==> config.mk <==
export PLATFORM = sky130hd
export DESIGN_NAME = doppler_io_top
export DESIGN_NICKNAME = d
export VERILOG_FILES = /design/src/source/doppler_pkg.sv /design/src/source/spi_events_if.sv /design/src/source/spi_sync.sv /design/src/source/spi_shift.sv /design/src/source/led_matrix_scan.sv /design/src/source/doppler_io_top.sv
export VERILOG_INCLUDE_DIRS = /design/src /design/src/source
export SDC_FILE = /design/constraint.sdc
export NUM_CORES = 1
export LEC_CHECK = 0
export BUFFER_PORTS_ARGS = -buffer_cell sky130_fd_sc_hd__buf_4
export CORE_AREA = 2 2 98 100
export CTS_CLUSTER_DIAMETER = 120
export CTS_CLUSTER_SIZE = 10
export DETAILED_ROUTE_END_ITERATION = 16
export DIE_AREA = 0 0 100 102
export PLACE_DENSITY_LB_ADDON = 0.12
export SETUP_SLACK_MARGIN = 0.15
export SLEW_MARGIN = 0
export SYNTH_ARGS = -nofsm -noshare
export SYNTH_HDL_FRONTEND = slang
export SYNTH_HIERARCHICAL = 1
export SYNTH_SLANG_ARGS = --single-unit
==> constraint.sdc <==
create_clock -name clk -period 5.5 [get_ports clk]
set_clock_uncertainty 0.05 [all_clocks]
set_input_delay 0.55 -clock clk [delete_from_list [all_inputs] [get_ports clk]]
set_output_delay 0.55 -clock clk [all_outputs]
set_load 0.005 [all_outputs]
==> src/source/doppler_defines.svh <==
`ifndef DOPPLER_DEFINES_SVH
`define DOPPLER_DEFINES_SVH

// one SPI word, also the number of LEDs
`define DOPPLER_WORD_BITS 16

`define DOPPLER_SYNC_STAGES 2 // flops per input synchronizer

// 5 bits -> one scan step every 32 clocks
`define DOPPLER_SCAN_DIV_BITS 5

`define DOPPLER_MATRIX_DIM 4 // rows and columns of the LED matrix

`endif

==> src/source/doppler_pkg.sv <==
`default_nettype none

`include "doppler_defines.svh"

package doppler_pkg;

  // SPI shift registers, LED register and pin snapshot
  typedef logic [`DOPPLER_WORD_BITS-1:0] spi_word_t;

  typedef logic [`DOPPLER_MATRIX_DIM-1:0] matrix_line_t; // one bit per column or row

  // LED index, row = idx / dim, column = idx % dim
  typedef logic [$clog2(`DOPPLER_WORD_BITS)-1:0] scan_idx_t;

  typedef logic [`DOPPLER_SYNC_STAGES-1:0] sync_chain_t; // one synchronizer chain

  // one-hot line with a single bit set at pos
  function automatic matrix_line_t line_select(input int unsigned pos);
    return matrix_line_t'(1) << pos;
  endfunction

endpackage

`default_nettype wire

==> src/source/spi_events_if.sv <==
`timescale 1ns/1ps
`default_nettype none

// synchronized SPI events, all in the clk domain
interface spi_events_if;
  logic sck_rise; // single-cycle strobe
  logic cs_rise;  // single-cycle strobe, frame end
  logic cs_fall;  // single-cycle strobe, frame start
  logic mosi;     // settled data level

  modport sync_side (
    output sck_rise,
    output cs_rise,
    output cs_fall,
    output mosi
  );

  modport shift_side (
    input sck_rise,
    input cs_rise,
    input cs_fall,
    input mosi
  );
endinterface

`default_nettype wire

==> src/source/spi_sync.sv <==
`timescale 1ns/1ps
`default_nettype none

`include "doppler_defines.svh"

module spi_sync (
  input  logic            clk,
  input  logic            rst,
  input  logic            sck_in,
  input  logic            cs_in,
  input  logic            mosi_in,
  spi_events_if.sync_side ev
);
  import doppler_pkg::*;

  localparam int LAST = `DOPPLER_SYNC_STAGES - 1;

  sync_chain_t sck_sync;
  sync_chain_t cs_sync;
  sync_chain_t mosi_sync;
  logic        sck_hist; // previous settled sck
  logic        cs_hist;  // previous settled cs

  always_ff @(posedge clk) begin
    if (rst) begin
      sck_sync  <= '0;
      cs_sync   <= '1; // bus idles with cs high
      mosi_sync <= '0;
      sck_hist  <= 1'b0;
      cs_hist   <= 1'b1;
    end else begin
      // async pins enter at bit 0, settled value leaves at LAST
      sck_sync  <= {sck_sync[LAST-1:0], sck_in};
      cs_sync   <= {cs_sync[LAST-1:0], cs_in};
      mosi_sync <= {mosi_sync[LAST-1:0], mosi_in};
      sck_hist  <= sck_sync[LAST];
      cs_hist   <= cs_sync[LAST];
    end
  end

  // strobes come straight from the flops, two clocks after the pin moves
  assign ev.sck_rise = sck_sync[LAST] & ~sck_hist;
  assign ev.cs_rise  = cs_sync[LAST] & ~cs_hist;
  assign ev.cs_fall  = ~cs_sync[LAST] & cs_hist;

  assign ev.mosi = mosi_sync[LAST]; // same latency as the sck strobe

endmodule

`default_nettype wire

==> src/source/spi_shift.sv <==
`timescale 1ns/1ps
`default_nettype none

module spi_shift (
  input  logic                  clk,
  input  logic                  rst,
  spi_events_if.shift_side      ev,
  input  doppler_pkg::spi_word_t pins,
  output logic                  so,
  output logic                  led_wr,
  output doppler_pkg::spi_word_t led_word
);
  import doppler_pkg::*;

  localparam int WORD_W = $bits(spi_word_t);

  spi_word_t rx_shift; // MOSI bits, newest at bit 0
  spi_word_t tx_shift; // MISO bits, MSB goes out first

  // cs_rise wins over cs_fall, cs_fall over sck_rise
  always_ff @(posedge clk) begin
    if (rst) begin
      rx_shift <= '0;
      tx_shift <= '1; // so reads high while idle
      led_wr   <= 1'b0;
    end else begin
      led_wr <= 1'b0;
      if (ev.cs_rise) begin
        led_wr <= 1'b1; // frame done, hand the word to the matrix
      end else if (ev.cs_fall) begin
        tx_shift <= pins; // snapshot of the input pins
      end else if (ev.sck_rise) begin
        // longer frames simply push the early bits out the top
        rx_shift <= {rx_shift[WORD_W-2:0], ev.mosi};
        tx_shift <= {tx_shift[WORD_W-2:0], 1'b1};
      end
    end
  end

  // word stays valid alongside the led_wr pulse
  always_ff @(posedge clk) begin
    if (ev.cs_rise) begin
      led_word <= rx_shift;
    end
  end

  assign so = tx_shift[WORD_W-1];

endmodule

`default_nettype wire

==> src/source/led_matrix_scan.sv <==
`timescale 1ns/1ps
`default_nettype none

`include "doppler_defines.svh"

// 4x4 matrix, one LED lit at a time
// anodes are active low, cathode rows drive output enables of the pads
module led_matrix_scan (
  input  logic                      clk,
  input  logic                      rst,
  input  logic                      led_wr,
  input  doppler_pkg::spi_word_t    led_word,
  output doppler_pkg::matrix_line_t aled,
  output doppler_pkg::matrix_line_t kled_tri
);
  import doppler_pkg::*;

  localparam int DIM = `DOPPLER_MATRIX_DIM;

  logic [`DOPPLER_SCAN_DIV_BITS-1:0] prescale;
  logic                              scan_tick;
  spi_word_t                         led_reg;
  scan_idx_t                         scan_idx;
  matrix_line_t                      col_sel;
  matrix_line_t                      row_sel;
  logic                              led_on;

  // LED register, written once per SPI frame
  always_ff @(posedge clk) begin
    if (rst) begin
      led_reg <= '0;
    end else if (led_wr) begin
      led_reg <= led_word;
    end
  end

  // free running prescaler, tick on the last count before wrap
  always_ff @(posedge clk) begin
    if (rst) begin
      prescale <= '0;
    end else begin
      prescale <= prescale + 1'b1;
    end
  end

  assign scan_tick = &prescale;

  // decode of the current LED position
  assign col_sel = line_select(scan_idx % DIM);
  assign row_sel = line_select(scan_idx / DIM);
  assign led_on  = led_reg[scan_idx];

  always_ff @(posedge clk) begin
    if (rst) begin
      scan_idx <= '0;
      aled     <= '1; // all anodes off
      kled_tri <= '0; // all cathodes floating
    end else if (scan_tick) begin
      aled     <= ~col_sel;
      kled_tri <= led_on ? row_sel : '0;
      scan_idx <= scan_idx + 1'b1; // wraps after the last LED
    end
  end

endmodule

`default_nettype wire

==> src/source/doppler_io_top.sv <==
`timescale 1ns/1ps
`default_nettype none

`include "doppler_defines.svh"

// SPI slave to LED matrix, pin snapshot read back on MISO
module doppler_io_top (
  input  logic                           clk,
  input  logic                           rst,
  input  logic                           cfg_sck,
  input  logic                           cfg_cs,
  input  logic                           cfg_si,
  output logic                           cfg_so,
  input  logic [`DOPPLER_WORD_BITS-1:0]  pins,
  output logic [`DOPPLER_MATRIX_DIM-1:0] aled,
  output logic [`DOPPLER_MATRIX_DIM-1:0] kled_tri
);
  import doppler_pkg::*;

  logic      led_wr;   // one clock per finished frame
  spi_word_t led_word;

  spi_events_if spi_ev ();

  spi_sync u_spi_sync (
    .clk     (clk),
    .rst     (rst),
    .sck_in  (cfg_sck),
    .cs_in   (cfg_cs),
    .mosi_in (cfg_si),
    .ev      (spi_ev.sync_side)
  );

  spi_shift u_spi_shift (
    .clk      (clk),
    .rst      (rst),
    .ev       (spi_ev.shift_side),
    .pins     (pins),
    .so       (cfg_so),
    .led_wr   (led_wr),
    .led_word (led_word)
  );

  // cs rise to LED register update is 4 clocks through sync and shifter
  led_matrix_scan u_led_matrix_scan (
    .clk      (clk),
    .rst      (rst),
    .led_wr   (led_wr),
    .led_word (led_word),
    .aled     (aled),
    .kled_tri (kled_tri)
  );

endmodule

`default_nettype wire

==> metrics.md <==
| Metric | Value |
|---|---|
| P&R area growth vs syn | 12.5% |
| Fin Setup TNS | 0 ns |
| Via count | approximately 2200 |
| Core Rows | 35 |
| CTS Buf Count | 9 |
| Crit end category | flop |
| Layout cell share with drive strength beyond 1 | 0.200 |
| Final setup margin | approximately 3.3 ns |
| Synth Net Count | about 350 |
| Post-DP HPWL | ~3.5 mm |
| WL per Instance | approximately 12 microns |
| Pins Over Slew Limit | 0 |
| All-Layer GR Usage | 0.128 |
| Vias in the first global route | ~2200 |
| Initial antenna violation count | 0 |
| I/O pins | 30 |
| Yosys warnings | 6 |
| Total iterations of the first detailed-routing run | 4 |
| Max cap viols | 0 |
| Post-synthesis sequential area ratio | 0.558 |
| Slew HR | 0.366 |
| Net Sw Power | approximately 0.25 mW |
| Placed Instance Area | roughly 3800 sq um |
| RD Place Congestion | slightly below 0.7 |
| PortBufs | 29 |
| Pint | around 0.96 mW |
| Crit Path Max Fanout | 22 |
| Post-synthesis cell area | about 3500 sq um |
| Net Sw Frac | 0.208 |
| Achievable frequency | ~450 MHz |
| PostCTS Resize Cnt | 0 |
| Die area | slightly above 10000 sq um |
| Skew-Pair Late Insertion Delay | roughly 0.35 ns |
| Final setup vio count | 0 |
| Dpl ws | 3.23 ns |
| Residual DRC | 0 |
| Syn avg cell area | 10.8 sq um |
| Clock sinks | 90 |
| Initial Util | 0.386 |
| Largest net degree at the start of global routing | 76 |
| Hold Path Class | in2reg |
| Register area | 1960 sq um |
| Setup repair bufs after CTS | 0 |
| Pwr/cell area | approximately 310 nW/um^2 |
| Sequential Power Share | 0.565 |
| RSZ-0062 raised after global routing | no |
| Final net count | 372 |
| CTS root buf | clkbuf_8 |
| Final instance area | between 3000 and 4000 sq um |
| Final ANT Viol Nets | 0 |
| Commonest cells after routing, fill and taps aside | 74 x dfxtp_1, 40 x nor2_1, 30 x buf_4, 26 x nand2_1, 24 x nor2b_1 |
| Worst-path clk slew | ~0.08 ns |
| Comb pwr share | 0.044 |
| Instance count of the mapped netlist | 325 |
| Unique cell type count in the Yosys netlist | 33 |
| Yosys top cell by area | dfxtp_1 |
| Via/cell ratio | between 4 and 5 |
| Number of synthesized register bits | 90 |
| LEAKAGE | about 1.4 nW |
| First-pass GRT wire length | approximately 10 mm |
| Initial DRC Count | 70 |
| Final core utilization | 0.434 |
| Most common cell after layout, fill and taps aside | dfxtp_1 |
| Core box area | 9110 sq um |
| H-tree Lvls | 3 |
| Kind of critical path | reg2reg |
| Slew @ Worst Pin | about 0.95 ns |
| Fill count | ~890 |
| Final period utilization | 0.407 |
| Clock Power Share | 0.391 |
| CP Data Arrival Time | around 2.5 ns |
| CP required | 5.72 ns |
| Die span in x | approximately 100 microns |
| Result of the run | finished, final reports clean |
| Overflow after GRT | 0 |
| Post-Route WL | between 5 and 6 mm |
| N_diodes | 0 |
| CTS Hold Bufs | 0 |
| Final Hold Fails | 0 |
| CTS Buffer Depth | 2 |
| Multi-input logic area | between 1000 and 1500 sq um |
| Crit path time final | ~2.2 ns |
| VDD IR max | approximately 0.14 mV |
| Element type at the critical path start | flop |
| Synth area leaders | dfxtp_1 42%, edfxtp_1 14%, mux2i_1 4.8% |
| Yosys top cell area share | 0.422 |
| CTS tree | done |
| Die height | 102 microns |
-- layout make-up --
cell class	instances	area share
Multi-Input combinational cell	212	0.359
Clock buffer	13	0.0351
Clock inverter	3	0.0161
Timing Repair Buffer	30	0.0570
Sequential cell	90	0.496
Inverter	2	0.00190
Tap cell	111	0.0351
-- synthesized netlist by cell type (all sizes together) --
cell / number
a211oi: 15
a21oi: 21
and3: 1
buf: 13
clkbuf: 8
dfxtp: 74
edfxtp: 16
ha: 6
inv: 2
mux2i: 17
mux4: 4
nand2: 36
nand2b: 8
nand3: 2
nand4: 2
nand4b: 2
nor2: 40
nor2b: 26
nor3b: 1
nor4b: 1
o21ai: 4
o21ba: 1
o21bai: 16
or2: 3
or3b: 1
xnor2: 2
xor2: 3
-- logic make-up (layout without fill, tap and decap cells) --
family,after synthesis,after routing,share of synthesized area
simple gates,123,123,0.178
flops,90,90,0.558
compound gates,57,57,0.116
mux,21,21,0.0741
fa+ha+maj,6,6,0.0214
buf+inv,23,48,0.0395
xor+xnor,5,5,0.0125
-- critical path: stages (launching register included) --
cell	delay (ns)
dfxtp_1	0.36
nor2b_2	0.78
or3b_1	0.68
nand2_1	0.13
a21oi_1	0.15
-- worst paths after layout --
path	from	endpoint	slack (ns)	cells after the start
min reg2reg	u_spi_sync/cs_sync[0]	u_spi_sync/cs_sync[1]	0.37	1
min	cfg_cs	u_spi_sync/cs_sync[0]	0.33	2
max	u_spi_sync/cs_sync[1]	u_spi_shift/rx_shift[15]	3.26	4
max reg2reg	u_spi_sync/cs_sync[1]	u_spi_shift/rx_shift[15]	3.26	4
-- metrics by stage --
stage	hold WS (ns)	total power, mW	instances
global route	0.315	1.26	461
floorplan	0.333	0.735	325
finish	0.326	1.21	461
CTS	0.309	1.23	461
detailed placement	0.360	0.753	445
global placement	0.352	0.753	445
-- per-layer routing --
metal,GRT usage,up-vias,part of all wire
li1,-,1141,-
met1,0.160,1029,0.51
met2,0.208,31,0.44
met3,0.0287,12,0.031
met4,0.0664,0,0.019
met5,0,-,0
-- power by group through the flow --
stage               clock network, mW  registers [mW]  logic [mW]
floorplan                           0           0.697      0.0385
global placement                    0           0.699      0.0541
detailed placement                  0           0.699      0.0544
CTS                             0.490           0.683      0.0546
global route                    0.517           0.685      0.0600
finish                          0.473           0.683      0.0532
Note: power is estimated with default switching activity, not from simulation.
